==> src/rtl/dclk_pkg.sv <==
/*
 * Shared definitions for the six-digit digital clock.
 * Holds the mode and field enums, the time struct, counter limits,
 * display sizes, button indices, default tick divisors and the
 * 7-segment decoder. Modules pull it in with a wildcard import.
 */

package dclk_pkg;

	typedef enum logic [1:0] {
		MODE_CLOCK = 2'd0,
		MODE_SETUP = 2'd1,
		MODE_ALARM = 2'd2
	} mode_e;

	typedef enum logic [1:0] {
		POS_SEC  = 2'd0,
		POS_MIN  = 2'd1,
		POS_HOUR = 2'd2
	} pos_e;

	// Binary fields, six bits each
	typedef struct packed {
		logic [5:0] hour;
		logic [5:0] min;
		logic [5:0] sec;
	} hms_t;

	localparam logic [5:0] MAX_SEC  = 6'd59;
	localparam logic [5:0] MAX_MIN  = 6'd59;
	localparam logic [5:0] MAX_HOUR = 6'd23;

	localparam int NUM_DIGITS = 6;
	localparam int SEG_W      = 7;

	// Button vector layout
	localparam int BTN_COUNT = 4;
	localparam int BTN_MODE  = 0;
	localparam int BTN_POS   = 1;
	localparam int BTN_INC   = 2;
	localparam int BTN_ALARM = 3;

	// Defaults for a 50 MHz board clock
	localparam int unsigned DEF_CLKS_PER_SEC      = 32'd50_000_000;
	localparam int unsigned DEF_CLKS_PER_SCAN     = 32'd5_000;
	localparam int unsigned DEF_CLKS_PER_DEBOUNCE = 32'd500_000;
	localparam int unsigned DEF_CLKS_PER_BLINK    = 32'd25_000_000;

	// Active-high segments {a,b,c,d,e,f,g}, blank for non-decimal input
	function automatic logic [SEG_W-1:0] seg_decode(input logic [3:0] digit);
		case (digit)
			4'd0: return 7'b111_1110;
			4'd1: return 7'b011_0000;
			4'd2: return 7'b110_1101;
			4'd3: return 7'b111_1001;
			4'd4: return 7'b011_0011;
			4'd5: return 7'b101_1011;
			4'd6: return 7'b101_1111;
			4'd7: return 7'b111_0000;
			4'd8: return 7'b111_1111;
			4'd9: return 7'b111_0011;
			default: return 7'b000_0000;
		endcase
	endfunction

endpackage
==> src/rtl/dclk_ctrl_if.sv <==
/*
 * Control bundle from the mode controller to the timekeeper and the
 * display. The controller drives everything; the timekeeper listens
 * to all of it and the display only needs mode and field position.
 */

`timescale 1ns/1ns

interface dclk_ctrl_if;
	import dclk_pkg::*;

	mode_e mode;
	pos_e  position;
	// One-cycle step request
	logic  inc;
	logic  alarm_en;

	modport ctrl (output mode, output position, output inc, output alarm_en);

	modport keeper (input mode, input position, input inc, input alarm_en);

	modport view (input mode, input position);

endinterface

==> src/rtl/dclk_top.sv <==
/*
 * Digital clock top level. One clock domain: tick generators for the
 * second, scan and debounce rates feed the button front end, mode
 * controller, timekeeper and display scanner.
 */

`timescale 1ns/1ns

module dclk_top #(
	parameter int unsigned CLKS_PER_SEC      = dclk_pkg::DEF_CLKS_PER_SEC,
	parameter int unsigned CLKS_PER_SCAN     = dclk_pkg::DEF_CLKS_PER_SCAN,
	parameter int unsigned CLKS_PER_DEBOUNCE = dclk_pkg::DEF_CLKS_PER_DEBOUNCE,
	parameter int unsigned CLKS_PER_BLINK    = dclk_pkg::DEF_CLKS_PER_BLINK
) (
	input  logic                           clk,
	input  logic                           rst_n,
	input  logic                           i_btn_mode,
	input  logic                           i_btn_pos,
	input  logic                           i_btn_inc,
	input  logic                           i_btn_alarm,
	output logic [dclk_pkg::SEG_W-1:0]      o_seg,
	output logic                           o_seg_dp,
	output logic [dclk_pkg::NUM_DIGITS-1:0] o_seg_enb,
	output logic                           o_alarm
);

	import dclk_pkg::*;

	logic                 sec_tick;
	logic                 scan_tick;
	logic                 deb_tick;
	logic [BTN_COUNT-1:0] press;
	hms_t                 cur_time;

	dclk_ctrl_if ctrl_if ();

	// ------------------------------------------------------------------
	// Rate ticks
	// ------------------------------------------------------------------
	tick_gen #(.DIVIDE (CLKS_PER_SEC)) sec_tick_inst (
		.clk    (clk),
		.rst_n  (rst_n),
		.o_tick (sec_tick)
	);

	tick_gen #(.DIVIDE (CLKS_PER_SCAN)) scan_tick_inst (
		.clk    (clk),
		.rst_n  (rst_n),
		.o_tick (scan_tick)
	);

	tick_gen #(.DIVIDE (CLKS_PER_DEBOUNCE)) deb_tick_inst (
		.clk    (clk),
		.rst_n  (rst_n),
		.o_tick (deb_tick)
	);

	// Bit order follows the BTN_* indices
	button_sync button_sync_inst (
		.clk      (clk),
		.rst_n    (rst_n),
		.i_sample (deb_tick),
		.i_btn    ({i_btn_alarm, i_btn_inc, i_btn_pos, i_btn_mode}),
		.o_press  (press)
	);

	mode_ctrl mode_ctrl_inst (
		.clk     (clk),
		.rst_n   (rst_n),
		.i_press (press),
		.ctrl    (ctrl_if.ctrl)
	);

	timekeeper timekeeper_inst (
		.clk        (clk),
		.rst_n      (rst_n),
		.i_sec_tick (sec_tick),
		.ctrl       (ctrl_if.keeper),
		.o_time     (cur_time),
		.o_alarm    (o_alarm)
	);

	display_scan #(
		.CLKS_PER_BLINK (CLKS_PER_BLINK)
	) display_scan_inst (
		.clk         (clk),
		.rst_n       (rst_n),
		.i_scan_tick (scan_tick),
		.i_time      (cur_time),
		.ctrl        (ctrl_if.view),
		.o_seg       (o_seg),
		.o_seg_dp    (o_seg_dp),
		.o_seg_enb   (o_seg_enb)
	);

endmodule

==> src/rtl/display_scan.sv <==
/*
 * Multiplexed display driver for six common-node digits. A scan
 * counter walks digits 0..5 (sec ones up to hour tens) on the scan
 * tick. The selected field is split into tens and ones and decoded to
 * segments. In setup mode the selected field blinks, and the decimal
 * points show the mode code.
 */

`timescale 1ns/1ns

module display_scan #(
	parameter int unsigned CLKS_PER_BLINK = dclk_pkg::DEF_CLKS_PER_BLINK
) (
	input  logic                           clk,
	input  logic                           rst_n,
	input  logic                           i_scan_tick,
	input  dclk_pkg::hms_t                 i_time,
	dclk_ctrl_if.view                      ctrl,
	output logic [dclk_pkg::SEG_W-1:0]      o_seg,
	output logic                           o_seg_dp,
	output logic [dclk_pkg::NUM_DIGITS-1:0] o_seg_enb
);

	import dclk_pkg::*;

	localparam int DIG_W = $clog2(NUM_DIGITS);

	logic                  blink_tick;
	logic                  blink_q;
	logic [DIG_W-1:0]      digit_q;
	logic [1:0]            field_sel;
	logic [5:0]            field_val;
	logic [3:0]            digit_val;
	logic [NUM_DIGITS-1:0] dp_map;

	tick_gen #(
		.DIVIDE (CLKS_PER_BLINK)
	) blink_tick_inst (
		.clk    (clk),
		.rst_n  (rst_n),
		.o_tick (blink_tick)
	);

	// ------------------------------------------------------------------
	// Blink phase and digit scan
	// ------------------------------------------------------------------
	always_ff @(posedge clk or negedge rst_n) begin
		if (!rst_n) begin
			blink_q <= 1'b0;
			digit_q <= '0;
		end else begin
			if (blink_tick) begin
				blink_q <= ~blink_q;
			end
			if (i_scan_tick) begin
				if (digit_q == DIG_W'(NUM_DIGITS - 1)) begin
					digit_q <= '0;
				end else begin
					digit_q <= digit_q + 1'b1;
				end
			end
		end
	end

	// Two digits per field, same order as pos_e
	assign field_sel = digit_q[DIG_W-1:1];

	always_comb begin
		case (field_sel)
			2'd0:    field_val = i_time.sec;
			2'd1:    field_val = i_time.min;
			default: field_val = i_time.hour;
		endcase
	end

	// Odd digits carry the tens
	assign digit_val = digit_q[0] ? 4'(field_val / 6'd10) : 4'(field_val % 6'd10);
	assign o_seg     = seg_decode(digit_val);

	always_comb begin
		if (ctrl.mode == MODE_SETUP && blink_q && field_sel == ctrl.position) begin
			o_seg_enb = '1;
		end else begin
			o_seg_enb = ~(NUM_DIGITS'(1) << digit_q);
		end
	end

	assign dp_map   = NUM_DIGITS'(ctrl.mode);
	assign o_seg_dp = dp_map[digit_q];

	a_one_digit: assert property (@(posedge clk) disable iff (!rst_n)
		$onehot0(~o_seg_enb));

endmodule

==> src/rtl/timekeeper.sv <==
/*
 * Time of day and alarm registers. The time runs on the second tick
 * with carries sec -> min -> hour, except in setup mode where it is
 * frozen and inc steps the selected field. In alarm mode inc steps
 * the selected alarm field instead. o_alarm latches a match while
 * the alarm is enabled.
 */

`timescale 1ns/1ns

module timekeeper (
	input  logic           clk,
	input  logic           rst_n,
	input  logic           i_sec_tick,
	dclk_ctrl_if.keeper    ctrl,
	output dclk_pkg::hms_t o_time,
	output logic           o_alarm
);

	import dclk_pkg::*;

	hms_t time_q;
	hms_t time_nxt;
	hms_t alarm_q;
	hms_t alarm_nxt;

	function automatic logic [5:0] wrap_inc(input logic [5:0] val, input logic [5:0] lim);
		return (val >= lim) ? 6'd0 : val + 6'd1;
	endfunction

	// Step one field, no carry into the next
	function automatic hms_t step_field(input hms_t t, input pos_e pos);
		hms_t r;
		r = t;
		case (pos)
			POS_SEC:  r.sec  = wrap_inc(t.sec, MAX_SEC);
			POS_MIN:  r.min  = wrap_inc(t.min, MAX_MIN);
			POS_HOUR: r.hour = wrap_inc(t.hour, MAX_HOUR);
			default:  r = t;
		endcase
		return r;
	endfunction

	// ------------------------------------------------------------------
	// Next-state logic
	// ------------------------------------------------------------------
	always_comb begin
		time_nxt = time_q;
		if (ctrl.mode == MODE_SETUP) begin
			if (ctrl.inc) begin
				time_nxt = step_field(time_q, ctrl.position);
			end
		end else if (i_sec_tick) begin
			time_nxt.sec = wrap_inc(time_q.sec, MAX_SEC);
			if (time_q.sec == MAX_SEC) begin
				time_nxt.min = wrap_inc(time_q.min, MAX_MIN);
				if (time_q.min == MAX_MIN) begin
					time_nxt.hour = wrap_inc(time_q.hour, MAX_HOUR);
				end
			end
		end
	end

	always_comb begin
		alarm_nxt = alarm_q;
		if (ctrl.mode == MODE_ALARM && ctrl.inc) begin
			alarm_nxt = step_field(alarm_q, ctrl.position);
		end
	end

	// ------------------------------------------------------------------
	// Registers
	// ------------------------------------------------------------------
	always_ff @(posedge clk or negedge rst_n) begin
		if (!rst_n) begin
			time_q  <= '0;
			alarm_q <= '0;
			o_alarm <= 1'b0;
		end else begin
			time_q  <= time_nxt;
			alarm_q <= alarm_nxt;
			// Holds until the alarm is disabled
			o_alarm <= ctrl.alarm_en & (o_alarm | (time_q == alarm_q));
		end
	end

	assign o_time = time_q;

	a_fields_in_range: assert property (@(posedge clk) disable iff (!rst_n)
		time_q.sec <= MAX_SEC && time_q.min <= MAX_MIN && time_q.hour <= MAX_HOUR
		&& alarm_q.sec <= MAX_SEC && alarm_q.min <= MAX_MIN
		&& alarm_q.hour <= MAX_HOUR);

endmodule

==> src/rtl/mode_ctrl.sv <==
/*
 * Mode controller. Turns button presses into the control bundle:
 * mode cycles clock/setup/alarm, position cycles sec/min/hour, the
 * alarm button toggles alarm enable and the step button is passed
 * on as a registered inc pulse.
 */

`timescale 1ns/1ns

module mode_ctrl (
	input  logic                          clk,
	input  logic                          rst_n,
	input  logic [dclk_pkg::BTN_COUNT-1:0] i_press,
	dclk_ctrl_if.ctrl                     ctrl
);

	import dclk_pkg::*;

	mode_e mode_q;
	pos_e  pos_q;
	logic  alarm_en_q;
	logic  inc_q;

	always_ff @(posedge clk or negedge rst_n) begin
		if (!rst_n) begin
			mode_q     <= MODE_CLOCK;
			pos_q      <= POS_SEC;
			alarm_en_q <= 1'b0;
			inc_q      <= 1'b0;
		end else begin
			if (i_press[BTN_MODE]) begin
				case (mode_q)
					MODE_CLOCK: mode_q <= MODE_SETUP;
					MODE_SETUP: mode_q <= MODE_ALARM;
					default:    mode_q <= MODE_CLOCK;
				endcase
			end
			if (i_press[BTN_POS]) begin
				case (pos_q)
					POS_SEC: pos_q <= POS_MIN;
					POS_MIN: pos_q <= POS_HOUR;
					default: pos_q <= POS_SEC;
				endcase
			end
			if (i_press[BTN_ALARM]) begin
				alarm_en_q <= ~alarm_en_q;
			end
			inc_q <= i_press[BTN_INC];
		end
	end

	assign ctrl.mode     = mode_q;
	assign ctrl.position = pos_q;
	assign ctrl.alarm_en = alarm_en_q;
	assign ctrl.inc      = inc_q;

	// Encoding 3 is never reachable
	a_mode_legal: assert property (@(posedge clk) disable iff (!rst_n)
		ctrl.mode inside {MODE_CLOCK, MODE_SETUP, MODE_ALARM});

endmodule

==> src/rtl/button_sync.sv <==
/*
 * Button front end. Raw levels pass a two-flop synchronizer, then the
 * stable value is sampled on each debounce tick into two stages. A
 * 0 -> 1 step between the stages gives a one-cycle press pulse in the
 * clock after the sample.
 */

`timescale 1ns/1ns

module button_sync (
	input  logic                          clk,
	input  logic                          rst_n,
	input  logic                          i_sample,
	input  logic [dclk_pkg::BTN_COUNT-1:0] i_btn,
	output logic [dclk_pkg::BTN_COUNT-1:0] o_press
);

	import dclk_pkg::*;

	logic [BTN_COUNT-1:0] sync_1;
	logic [BTN_COUNT-1:0] sync_2;
	logic [BTN_COUNT-1:0] samp_cur;
	logic [BTN_COUNT-1:0] samp_prev;
	logic                 sample_d;

	// Metastability guard, runs every clock
	always_ff @(posedge clk or negedge rst_n) begin
		if (!rst_n) begin
			sync_1 <= '0;
			sync_2 <= '0;
		end else begin
			sync_1 <= i_btn;
			sync_2 <= sync_1;
		end
	end

	always_ff @(posedge clk or negedge rst_n) begin
		if (!rst_n) begin
			samp_cur  <= '0;
			samp_prev <= '0;
			sample_d  <= 1'b0;
			o_press   <= '0;
		end else begin
			sample_d <= i_sample;
			if (i_sample) begin
				samp_cur  <= sync_2;
				samp_prev <= samp_cur;
			end
			// Edge only counts in the cycle right after a sample
			o_press <= sample_d ? (samp_cur & ~samp_prev) : '0;
		end
	end

	a_press_pulse: assert property (@(posedge clk) disable iff (!rst_n)
		(o_press & $past(o_press)) == '0);

endmodule

==> src/rtl/tick_gen.sv <==
/*
 * Enable tick generator. Counts system clocks and raises o_tick for a
 * single cycle every DIVIDE cycles, first pulse DIVIDE cycles after
 * reset release. Used for the second, scan, debounce and blink rates.
 */

`timescale 1ns/1ns

module tick_gen #(
	parameter int unsigned DIVIDE = 10
) (
	input  logic clk,
	input  logic rst_n,
	output logic o_tick
);

	localparam int CNT_W = (DIVIDE > 1) ? $clog2(DIVIDE) : 1;

	logic [CNT_W-1:0] cnt;

	always_ff @(posedge clk or negedge rst_n) begin
		if (!rst_n) begin
			cnt    <= '0;
			o_tick <= 1'b0;
		end else if (cnt == CNT_W'(DIVIDE - 1)) begin
			cnt    <= '0;
			o_tick <= 1'b1;
		end else begin
			cnt    <= cnt + 1'b1;
			o_tick <= 1'b0;
		end
	end

	// Tick must drop right after it rises
	a_tick_single: assert property (@(posedge clk) disable iff (!rst_n)
		o_tick |=> !o_tick);

endmodule

==> config.mk <==
export PLATFORM = sky130hd
export DESIGN_NAME = dclk_top
export DESIGN_NICKNAME = d
export VERILOG_FILES = /design/src/rtl/dclk_pkg.sv /design/src/rtl/dclk_ctrl_if.sv /design/src/rtl/dclk_top.sv /design/src/rtl/display_scan.sv /design/src/rtl/timekeeper.sv /design/src/rtl/mode_ctrl.sv /design/src/rtl/button_sync.sv /design/src/rtl/tick_gen.sv
export SDC_FILE = /design/constraint.sdc
export NUM_CORES = 1
export LEC_CHECK = 0
export ABC_CLOCK_PERIOD_IN_PS = 12850
export BUFFER_PORTS_ARGS = -buffer_cell sky130_fd_sc_hd__clkbuf_2
export CAP_MARGIN = 5
export CORE_MARGIN = 2
export CORE_UTILIZATION = 60
export CTS_BUF_LIST = sky130_fd_sc_hd__clkbuf_4 sky130_fd_sc_hd__clkbuf_8 sky130_fd_sc_hd__clkbuf_16
export DETAILED_ROUTE_END_ITERATION = 10
export PLACE_DENSITY_LB_ADDON = 0.12
export SYNTH_ARGS = -nofsm -noshare
export SYNTH_HDL_FRONTEND = slang
export SYNTH_SLANG_ARGS = --single-unit
==> constraint.sdc <==
create_clock -name clk -period 12.85 [get_ports clk]
set_clock_uncertainty 0.05 [all_clocks]
set_input_delay 2.57 -clock clk [delete_from_list [all_inputs] [get_ports clk]]
set_output_delay 2.57 -clock clk [all_outputs]
set_load 0.02 [all_outputs]
# --- Word-level counts from Yosys, hierarchy flattened ---
# Memory sizes are Yosys's and may differ from the RTL's.
# Cells that the tools add are included.
classes:
  addsub: 11
  mul: 0
  n_div: 2
  n_lt_le_gt_ge: 7
  eq_ne: 18
  shift: 1
  muxes: 31
  n_bitwise: 7
  n_reduce_logical: 15
ops:
  columns: ["operator", "n"]
  rows:
  - ["two-way mux 6 bit", 11]
  - ["two-way mux 18 bit", 3]
  - ["adder 6 x 1 -> 6 bit (second input constant)", 6]
  - ["adder 26 x 1 -> 26 bit (second input constant)", 1]
  - ["== test 26 bit (second input constant)", 1]
  - ["two-way mux 26 bit", 1]
  - ["adder 25 x 1 -> 25 bit (second input constant)", 1]
  - ["== test 25 bit (second input constant)", 1]
  - ["two-way mux 25 bit", 1]
  - ["greater-or-equal comparator 6 bit (second input constant)", 4]
  - ["adder 19 x 1 -> 19 bit (second input constant)", 1]
  - ["== test 19 bit (second input constant)", 1]
  - ["two-way mux 19 bit", 1]
  - ["== test 18 bit", 1]
  - ["adder 13 x 1 -> 13 bit (second input constant)", 1]
  - ["== test 13 bit (second input constant)", 1]
  - ["two-way mux 13 bit", 1]
  - ["== test 6 bit (second input constant)", 2]
  - ["greater-or-equal comparator 6 x 5 -> 1 bit (second input constant)", 2]
  - ["two-way mux 12 bit", 1]
  - ["one-hot mux 6 bit (2 select lines)", 1]
  - ["two-way mux 4 bit", 2]
  - ["inequality test 2 bit (second input constant)", 4]
  - ["one-hot mux 2 bit (2 select lines)", 2]
  - ["25 further kinds", 41]
word_totals:
  reg_bits: 155
  latch_bits: 0
  mem_bits_rw: 0
  rom_bits: 112
  inputBits: 6
  out_inout_bits: 15
  wordCells: 120
  n_memories: 1
memory_table:
  columns: ["memory", "depth", "width", "read_ports", "rd_clocked_by_memory_dff", "write_ports", "line_no", "rtl"]
  rows:
  - ["(no name shown)", 16, 7, 1, 0, 0, "dclk_pkg.sv:51", "case (digit)"]

# --- Logic depth before layout (Yosys ltp) ---
# Gate-level depths: netlist of run 1.
depth:
  word_depth: 6
  ltp_mapped: 16
  mapped_depth_nobuf: 15

# --- Modules after synthesis ---
# Synthesis of run 1 repeated with hierarchy kept, for this count alone.
unflattened:
  hier_cells: 819
  area_unflattened_um2: 8391.8
modules_own_cells:
  columns: ["mod", "n_inst", "cells_per_inst", "area_per_inst_um2"]
  rows:
  - ["timekeeper", 1, 224, 2152.1]
  - ["tick_gen at sec_tick_inst", 1, 135, 1362.6]
  - ["tick_gen at display_scan_inst.blink_tick_inst", 1, 130, 1340.0]
  - ["display_scan", 1, 139, 1047.3]
  - ["tick_gen at deb_tick_inst", 1, 86, 942.2]
  - ["button_sync", 1, 34, 691.9]
  - ["tick_gen at scan_tick_inst", 1, 55, 633.1]
  - ["mode_ctrl", 1, 16, 222.7]

# --- Worst setup path after synthesis of run 1 ---
# OpenSTA, ideal clock, no wires.
synth_timing:
  path_type: "register to output"
  start: "register display_scan_inst.digit_q[1]"
  end: "output port o_seg[3] in the netlist's numbering"
  arrival_ns: 3.557
  t_required_ns: 10.230
  path_slack_ns: 6.673
  path_stages_with_launch: 16
  path_buffers: 1
  path_cell_list: "dfrtp_1 -> buf_6 -> mux2_4 -> mux2i_4 -> and2_1 -> a21oi_1 -> ha_1 -> a21oi_1 -> o21ai_0 -> a32o_2 -> o21a_4 -> o22ai_1 -> inv_1 -> ha_1 -> inv_1 -> o311ai_1"
synth_between:
  elab_chain_len: 5
synth_rtl:
  columns: ["item", "line_no", "rtl"]
  rows:
  - ["from (decl)", "display_scan.sv:30", "logic [DIG_W-1:0] digit_q;"]
  - ["from (signal assigned)", "display_scan.sv:59", "digit_q <= digit_q + 1'b1;"]
  - ["== test 2 x 1 -> 1 bit / logical NOT 2 bit (equally long branches)", "display_scan.sv:69", "case (field_sel)"]
  - ["one-hot mux 6 bit (2 select lines) (*)", "display_scan.sv:69", null]
  - ["modulo 6 x 4 -> 6 bit / divider 6 x 4 -> 6 bit (equally long branches)", "display_scan.sv:77", "assign digit_val = digit_q[0] ? 4'(field_val / 6'd10) : 4'(field_val % 6'd10);"]
  - ["two-way mux 4 bit (*)", "display_scan.sv:77", null]
  - ["memory read (16 x 7 bit) (*)", null, null]
  - ["to (decl)", "dclk_top.sv:21", "output logic [dclk_pkg::SEG_W-1:0] o_seg,"]
# Every way passes the cells marked *; elsewhere a longest branch is shown, timed or not.

# --- Worst setup path in the final report of run 1 ---
layout_timing:
  start: "register display_scan_inst.digit_q[1]"
  end: "output port o_seg[1] in the netlist's numbering"
# The elaborated chain is that of the path after synthesis.

==> PnR_summary.wiki, run 1 <==
{| class="wikitable"
! Metric !! Value
|-
| Outcome || finished, final reports clean
|-
| Detailed Routing Iterations Pass 1 || 7
|-
| Compound-gate portion of the synthesized area || 0.108
|-
| Post-CTS Hold Fix Bufs || 0
|-
| Congestion Overflow GR || 0
|-
| Worst IR Drop VDD || 0.101 mV
|-
| Pint || 0.783 mW
|-
| EDFF count, synth || 0
|-
| CP top delay family || compound AO/OA/AOI/OAI gates
|-
| Number of fill cells in the layout || 999
|-
| Initial core utilization || 0.621
|-
| Leak Pwr || 4.01 nW
|-
| Per-instance average area after synthesis || 10.0 sq um
|-
| Seq pwr share || 0.489
|-
| Initial DRC count || 417
|-
| Setup repair after global routing missed its margin || no
|-
| Overall die area || 14,100 sq um
|-
| CP cell instances || mux2_4 > mux2i_4 > and2_1 > a21oi_1 > ha_1 > a21oi_1 > o21ai_0 > a32o_2 > o21a_4 > o22ai_1 > inv_1 > ha_1 > nor4_1 > a311o_1 > clkbuf_2
|-
| Routed vias/inst || 5.85
|-
| Post-route worst setup slack || 5.67 ns
|-
| Gpl congestion || 0.963
|-
| Critical Path AT || 4.56 ns
|-
| Placed wire-length estimate after detailed placement || 10.6 mm
|-
| Post-Synthesis Cell Area || 7900 sq um
|-
| Detailed-route via count || 5,801
|-
| GR Util All Layers || 0.232
|-
| Sw Pwr || 0.219 mW
|-
| FMAX || 0.139 GHz
|-
| Relative area change from synthesis to final layout || 10.6%
|-
| Core Region || 12,700 sq um
|-
| Antenna violations before repair || 0
|-
| Final Net Count || 832
|-
| Count of distinct cell types in the synthesized netlist || 59
|-
| Cell type contributing the most total cell area after synthesis || sky130_fd_sc_hd__dfrtp_1
|-
| Data required time at the worst endpoint || 10.23 ns
|-
| Area share of xor/xnor cells in the synthesized design || 0.110
|-
| Share of synthesized registers carrying an async set or reset || 1.00
|-
| Sequential cell area fraction in the yosys report || 0.491
|-
| Remaining routing DRC violations || 0
|-
| Synth Area in Adders || 0.0317
|-
| Net switching share of the total power || 0.219
|-
| Yosys synthesis warning count || 0
|-
| Worst-case headroom to the max-slew limit || 0.384
|-
| First-pass GRT wire length || 26.4 mm
|-
| Total number of H-tree levels || 4
|-
| Maximum buffer depth of the clock tree || 2
|-
| Worst hold path type || flip-flop to flip-flop
|-
| Setup bufs post-CTS || 0
|-
| Crit start category || flip-flop
|-
| Critical path type || flip-flop to primary output
|-
| Power Density || 115 nW/um^2
|-
| CP bufs+invs || 2
|-
| Clock tree from TritonCTS || yes
|-
| Most common cell after layout, fill and taps aside || sky130_fd_sc_hd__dfrtp_1
|-
| Post-layout instance count excluding filler cells || 991
|-
| Via count of the first global-routing pass || 5,682
|-
| Port Buf Inserts || 20
|-
| Crit. End Element || primary output
|-
| Most used DFF post-synth || sky130_fd_sc_hd__dfrtp_1
|-
| Most frequent cells in the layout || 155 x sky130_fd_sc_hd__dfrtp_1, 90 x sky130_fd_sc_hd__nor2_1, 65 x sky130_fd_sc_hd__nand2_1
|-
| Total Neg Setup Slack || 0 ns
|-
| Seq cells post-synth || 155
|-
| Synthesized instance count || 788
|-
| Diode count || 0
|-
| Dominant combinational cell family by area after synthesis || simple AND/OR/NAND/NOR gates
|-
| Fraction of layout instances using a drive strength above 1 || 0.104
|-
| Period utilisation layout || 0.559
|-
| Final antenna-violating net count || 0
|-
| Wire per inst || 15.5 um
|-
| Library cell contributing the largest single delay on the critical path || sky130_fd_sc_hd__dfrtp_1
|-
| Later-pin clock latency in the skew report || 0.42 ns
|-
| Number of pins with negative max-slew slack in the final report || 0
|-
| Power share of the clock group || 0.501
|-
| Routed Wire Length || 15.3 mm
|-
| Final Critical Period || 7.18 ns
|-
| # resized after CTS || 0
|-
| Fraction of the mapped netlist area in simple logic gates || 0.199
|-
| TritonCTS buffer count || 17
|-
| Fraction of synthesized area in multiplexers || 0.0374
|-
| Multi-input gate area || 3850 sq um
|-
| Largest net degree at the start of global routing || 81
|-
| Count of endpoints failing hold in the final timing report || 0
|-
| Tightest Pin Transition || 0.925 ns
|-
| Number of instances in the placed design || 959
|-
| Top-level I/O count || 21
|-
| Slack of the worst reg-to-reg path || 10.44 ns
|-
| Biggest cell delay along the critical path || 0.72 ns
|-
| Reported max-cap violation count || 0
|-
| Combinational cell fraction of total power || 0.010
|-
| Sequential standard cell area || 3880 sq um
|-
| Clock-pin slew on the worst setup and hold paths || 0.06 ns
|-
| Placement row count || 41
|-
| DIE HEIGHT || 119 um
|-
| Largest fanout on the critical path || 14
|-
| Die extent in x || 119 um
|-
| Pre-CTS setup slack || 6.17 ns
|-
| Cell chosen for the clock root || sky130_fd_sc_hd__clkbuf_16
|-
| Sink Count || 155
|-
| Synth top area cells || sky130_fd_sc_hd__dfrtp_1 49%, sky130_fd_sc_hd__xor2_1 6.8%, sky130_fd_sc_hd__nor2_1 4.3%
|-
| Final Setup Violations || 0
|-
| Post-synthesis net count || 814
|-
| Post-synth top area share || 0.491
|}
[layout make-up]
cell class,instances,area share
Clock buffer,18,0.0496
Clock inverter,14,0.0185
Inverter,17,0.00730
Multi-Input combinational cell,591,0.440
Sequential cell,155,0.444
Tap cell,172,0.0246
Timing Repair Buffer,24,0.0156
[flip-flops by register name, summed over array words and instances, names as in the netlist]
| signal | cells |
|---|---|
| button_sync_inst.sync_2 | 4 |
| sec_tick_inst.cnt | 26 |
| deb_tick_inst.cnt | 19 |
| sec_tick_inst.o_tick | 1 |
| scan_tick_inst.o_tick | 1 |
| button_sync_inst.o_press | 4 |
| mode_ctrl_inst.ctrl.inc | 1 |
| mode_ctrl_inst.ctrl.alarm_en | 1 |
| button_sync_inst.sample_d | 1 |
| display_scan_inst.blink_tick_inst.o_tick | 1 |
| timekeeper_inst.o_alarm | 1 |
| timekeeper_inst.alarm_q | 18 |
| display_scan_inst.digit_q | 3 |
| button_sync_inst.samp_prev | 4 |
| deb_tick_inst.o_tick | 1 |
| button_sync_inst.samp_cur | 4 |
| display_scan_inst.blink_tick_inst.cnt | 25 |
| button_sync_inst.sync_1 | 4 |
| display_scan_inst.blink_q | 1 |
| mode_ctrl_inst.ctrl.mode | 2 |
| timekeeper_inst.o_time | 18 |
| mode_ctrl_inst.ctrl.position | 2 |
| scan_tick_inst.cnt | 13 |
[power by group through the flow]
stage	Clock, mW	Sequential, mW	Combinational (mW)
after floorplan	0	0.499	0.0000113
after global placement	0	0.499	0.0106
after detailed placement	0	0.499	0.0110
after CTS	0.512	0.490	0.0110
after global routing	0.531	0.489	0.0124
final	0.502	0.490	0.0101
[synth_stat cells, types with 4 or more instances]
cell / n
sky130_fd_sc_hd__nor2b_1: 11
sky130_fd_sc_hd__o21ai_0: 40
sky130_fd_sc_hd__nand3_1: 46
sky130_fd_sc_hd__clkbuf_1: 16
sky130_fd_sc_hd__a31oi_1: 5
sky130_fd_sc_hd__dfrtp_1: 155
sky130_fd_sc_hd__mux2_2: 14
sky130_fd_sc_hd__a22o_1: 5
sky130_fd_sc_hd__nand2b_1: 12
sky130_fd_sc_hd__nor3_1: 23
sky130_fd_sc_hd__nand2_1: 65
sky130_fd_sc_hd__or4_1: 4
sky130_fd_sc_hd__a21o_1: 5
sky130_fd_sc_hd__and2_1: 4
sky130_fd_sc_hd__and3_1: 16
sky130_fd_sc_hd__nor2_1: 90
sky130_fd_sc_hd__nand4_1: 24
sky130_fd_sc_hd__or3_1: 4
sky130_fd_sc_hd__inv_1: 16
sky130_fd_sc_hd__o21a_1: 5
sky130_fd_sc_hd__o31ai_1: 6
sky130_fd_sc_hd__o211ai_1: 7
sky130_fd_sc_hd__buf_2: 7
sky130_fd_sc_hd__xor2_1: 61
sky130_fd_sc_hd__xnor2_1: 38
sky130_fd_sc_hd__nor4_1: 13
sky130_fd_sc_hd__ha_1: 20
sky130_fd_sc_hd__mux2i_1: 10
sky130_fd_sc_hd__a21oi_1: 17
[through the flow]
| step | hold slack [ns] | power, mW | util | instance area, sq um |
|---|---|---|---|---|
| after floorplan | 0.281 | 0.499 | - | 7900 |
| after global placement | 0.285 | 0.509 | 0.640 | 8140 |
| after global routing | 0.310 | 1.03 | 0.687 | 8740 |
| after CTS | 0.308 | 1.01 | 0.687 | 8740 |
| final | 0.305 | 1.00 | 0.687 | 8740 |
| after detailed placement | 0.293 | 0.510 | 0.640 | 8140 |
[path summary, 6_finish.rpt]
kind	from	end	depth (start not counted)
min in group asynchronous	rst_n	sec_tick_inst.cnt[25]$_DFF_PN0_	1
setup reg to reg	sec_tick_inst.cnt[3]$_DFF_PN0_	sec_tick_inst.cnt[25]$_DFF_PN0_	7
hold reg to reg	button_sync_inst.sync_1[1]$_DFF_PN0_	button_sync_inst.sync_2[1]$_DFF_PN0_	0
hold / removal	button_sync_inst.sync_1[1]$_DFF_PN0_	button_sync_inst.sync_2[1]$_DFF_PN0_	0
max in group asynchronous	rst_n	sec_tick_inst.cnt[11]$_DFF_PN0_	2
setup / recovery	display_scan_inst.digit_q[1]$_DFFE_PN0P_	o_seg[1]	15
[metal layers]
layer,vias up,wire (um),global-route usage
li1,2819,-,-
met1,2845,7050,0.311
met2,114,7440,0.372
met3,23,556,0.0492
met4,0,265,0.0885
met5,-,0,0
[cells by family after synthesis]
logic type,Yosys count
simple gates,323
flops,155
fa+ha+maj,20
compound gates,123
mux,26
xor+xnor,99
buf+inv,42
[worst reg2reg max path, delay by kind of cell, from the launching register on]
family | cells | cell delay [ns]
compound gates | 1 | 0.14
flops | 1 | 0.42
simple gates | 6 | 1.73
(Power assumes the default switching activity.)
==> inputs of run 2 (changes only) <==
--- a/config.mk
+++ b/config.mk
@@ -5,7 +5,7 @@
 export SDC_FILE = /design/constraint.sdc
 export NUM_CORES = 1
 export LEC_CHECK = 0
-export ABC_CLOCK_PERIOD_IN_PS = 12850
+export ABC_CLOCK_PERIOD_IN_PS = 7280
 export BUFFER_PORTS_ARGS = -buffer_cell sky130_fd_sc_hd__clkbuf_2
 export CAP_MARGIN = 5
 export CORE_MARGIN = 2
==> constraint.sdc (replaced) <==
create_clock -name clk -period 7.28 [get_ports clk]
set_clock_uncertainty 0.05 [all_clocks]
set_input_delay 1.456 -clock clk [delete_from_list [all_inputs] [get_ports clk]]
set_output_delay 1.456 -clock clk [all_outputs]
set_load 0.02 [all_outputs]
==> PnR_summary.wiki, run 2 (synthesized netlist as in run 1, its figures left out) <==
{| class="wikitable"
! Metric !! Value
|-
| Outcome || finished, final reports clean
|-
| Number of cells on the worst reg-to-reg path || 7
|-
| Post-route worst setup slack || 1.15 ns
|-
| Port Buf Inserts || 20
|-
| Routed vias/inst || 5.85
|-
| Cell chosen for the clock root || sky130_fd_sc_hd__clkbuf_16
|-
| Leak Pwr || 3.98 nW
|-
| Gpl congestion || 0.963
|-
| Largest net degree at the start of global routing || 81
|-
| Fraction of layout instances using a drive strength above 1 || 0.104
|-
| Placement row count || 41
|-
| Placed wire-length estimate after detailed placement || 10.5 mm
|-
| Register bank with the most flops || sec_tick_inst.cnt
|-
| Top-level I/O count || 21
|-
| Core Region || 12,700 sq um
|-
| Setup repair after global routing missed its margin || no
|-
| Setup bufs post-CTS || 0
|-
| Worst hold path type || flip-flop to flip-flop
|-
| Initial DRC count || 369
|-
| Slack of the worst reg-to-reg path || 4.94 ns
|-
| Largest fanout on the critical path || 14
|-
| Detailed Routing Iterations Pass 1 || 6
|-
| Period utilisation layout || 0.842
|-
| Total number of H-tree levels || 4
|-
| Clock-pin slew on the worst setup and hold paths || 0.06 ns
|-
| Power share of the clock group || 0.485
|-
| Crit. End Element || primary output
|-
| Launch point of the critical path || display_scan_inst.digit_q[1]$_DFFE_PN0P_
|-
| Crit path depth || 15
|-
| Crit start category || flip-flop
|-
| First-pass GRT wire length || 26.6 mm
|-
| Library cell contributing the largest single delay on the critical path || sky130_fd_sc_hd__dfrtp_1
|-
| Antenna violations before repair || 0
|-
| Sink Count || 155
|-
| Overall die area || 14,100 sq um
|-
| Routed Wire Length || 15.2 mm
|-
| Die extent in x || 119 um
|-
| Relative area change from synthesis to final layout || 10.2%
|-
| Max reg flops || 26
|-
| CP top delay family || compound AO/OA/AOI/OAI gates
|-
| Critical register-to-register path endpoint || timekeeper_inst.o_time[14]$_DFFE_PN0P_
|-
| Count of endpoints failing hold in the final timing report || 0
|-
| Reported max-cap violation count || 0
|-
| Worst IR Drop VDD || 0.178 mV
|-
| Final Net Count || 832
|-
| Sw Pwr || 0.401 mW
|-
| Net switching share of the total power || 0.234
|-
| Cell area reported after detailed placement || 8140 sq um
|-
| Last element of the critical path || o_seg[0]
|-
| Total chip power || 1.71 mW
|-
| Pint || 1.31 mW
|-
| CP cell instances || mux2_4 > mux2i_4 > and2_1 > a21oi_1 > ha_1 > a21oi_1 > o21ai_0 > a32o_2 > o21a_4 > o22ai_1 > inv_1 > ha_1 > nor4_1 > a311o_1 > clkbuf_2
|-
| Via count of the first global-routing pass || 5,799
|-
| Final antenna-violating net count || 0
|-
| Number of fill cells in the layout || 1,006
|-
| Final Setup Violations || 0
|-
| Total Neg Setup Slack || 0 ns
|-
| Post-CTS Hold Fix Bufs || 0
|-
| Critical path type || flip-flop to primary output
|-
| Tightest Pin Transition || 0.913 ns
|-
| # resized after CTS || 0
|-
| Critical Path AT || 4.62 ns
|-
| Pre-CTS setup slack || 1.73 ns
|-
| Worst Hold Path Cells || 0
|-
| Wire per inst || 15.3 um
|-
| Detailed-route via count || 5,795
|-
| Maximum buffer depth of the clock tree || 2
|-
| Number of pins with negative max-slew slack in the final report || 0
|-
| Congestion Overflow GR || 0
|-
| Reg2Reg Launch Point || timekeeper_inst.o_time[0]$_DFFE_PN0P_
|-
| Combinational cell fraction of total power || 0.010
|-
| Data required time at the worst endpoint || 5.77 ns
|-
| Post-route cell area || 8700 sq um
|-
| Final Critical Period || 6.13 ns
|-
| Seq pwr share || 0.504
|-
| FMAX || 0.163 GHz
|-
| Power Density || 197 nW/um^2
|-
| DIE HEIGHT || 119 um
|-
| Biggest cell delay along the critical path || 0.72 ns
|-
| Registers with the highest flip-flop counts || sec_tick_inst.cnt (26), display_scan_inst.blink_tick_inst.cnt (25), deb_tick_inst.cnt (19)
|-
| TritonCTS buffer count || 17
|-
| Later-pin clock latency in the skew report || 0.44 ns
|-
| GR Util All Layers || 0.233
|-
| Remaining routing DRC violations || 0
|-
| Worst-case headroom to the max-slew limit || 0.391
|-
| Most frequent cells in the layout || 155 x sky130_fd_sc_hd__dfrtp_1, 90 x sky130_fd_sc_hd__nor2_1, 65 x sky130_fd_sc_hd__nand2_1
|-
| Initial core utilization || 0.621
|-
| Most common cell after layout, fill and taps aside || sky130_fd_sc_hd__dfrtp_1
|-
| Diode count || 0
|-
| Clock tree from TritonCTS || yes
|-
| CP bufs+invs || 2
|}
-- run 2: cell count changes in the layout (fill, tap and decap cells not counted), sizes merged --
cell	change
clkinvlp	+4
inv	+1
clkbuf	-1
clkinv	-2
bufinv	-2
-- run 2: final cells by class --
class                      instances  area (sq um)  area share
clock inverter                    15           135      0.0155
sequential                       155          3880       0.446
multi-input combinational        591          3850       0.442
inverter                          17          63.8     0.00733
clock buffer                      17           425      0.0489
timing repair buffer              24           136      0.0157
tap                              172           215      0.0247
-- run 2: worst min path at each step --
| stage | startpoint | end |
|---|---|---|
| 6_report | button_sync_inst.sync_1[1]$_DFF_PN0_ | button_sync_inst.sync_2[1]$_DFF_PN0_ |
| 5_1_grt | button_sync_inst.o_press[2]$_DFF_PN0_ | mode_ctrl_inst.ctrl.inc$_DFF_PN0_ |
| 4_1_cts | button_sync_inst.sync_1[1]$_DFF_PN0_ | button_sync_inst.sync_2[1]$_DFF_PN0_ |
| 3_5_place_dp | button_sync_inst.sync_1[2]$_DFF_PN0_ | button_sync_inst.sync_2[2]$_DFF_PN0_ |
| 3_3_place_gp | button_sync_inst.sync_1[0]$_DFF_PN0_ | button_sync_inst.sync_2[0]$_DFF_PN0_ |
| 2_1_floorplan | button_sync_inst.sync_1[0]$_DFF_PN0_ | button_sync_inst.sync_2[0]$_DFF_PN0_ |
-- run 2: power groups by stage --
stage	sequential (mW)	combinational (mW)	clock, mW
finish	0.864	0.0176	0.831
global route	0.864	0.0217	0.882
CTS	0.864	0.0192	0.847
detailed placement	0.880	0.0192	0
global placement	0.880	0.0187	0
floorplan	0.880	0.0000186	0
-- run 2: routing by layer --
layer	GRT usage	vias to the layer above	part of all wire	wire length, um
met4	0.0930	0	0.024	368
met3	0.0555	34	0.043	655
met5	0	-	0	0
li1	-	2810	-	-
met2	0.374	121	0.47	7210
met1	0.306	2830	0.46	6960
-- run 2: worst register-to-register path, stage by stage (launching register included) --
cell                      delay (ns)
sky130_fd_sc_hd__dfrtp_1        0.47
sky130_fd_sc_hd__ha_1           0.32
sky130_fd_sc_hd__nand3_1        0.09
sky130_fd_sc_hd__nor3_1         0.06
sky130_fd_sc_hd__a32oi_1        0.69
sky130_fd_sc_hd__nor2_1         0.07
sky130_fd_sc_hd__mux2_2         0.29
sky130_fd_sc_hd__a22o_1         0.18
-- run 2: per-stage QoR --
stage | cells | utilization | hold slack (ns)
3_5_place_dp | 959 | 0.640 | 0.293
3_3_place_gp | 959 | 0.640 | 0.285
2_1_floorplan | 788 | - | 0.281
5_1_grt | 991 | 0.684 | 0.317
6_report | 991 | 0.684 | 0.305
4_1_cts | 991 | 0.684 | 0.311
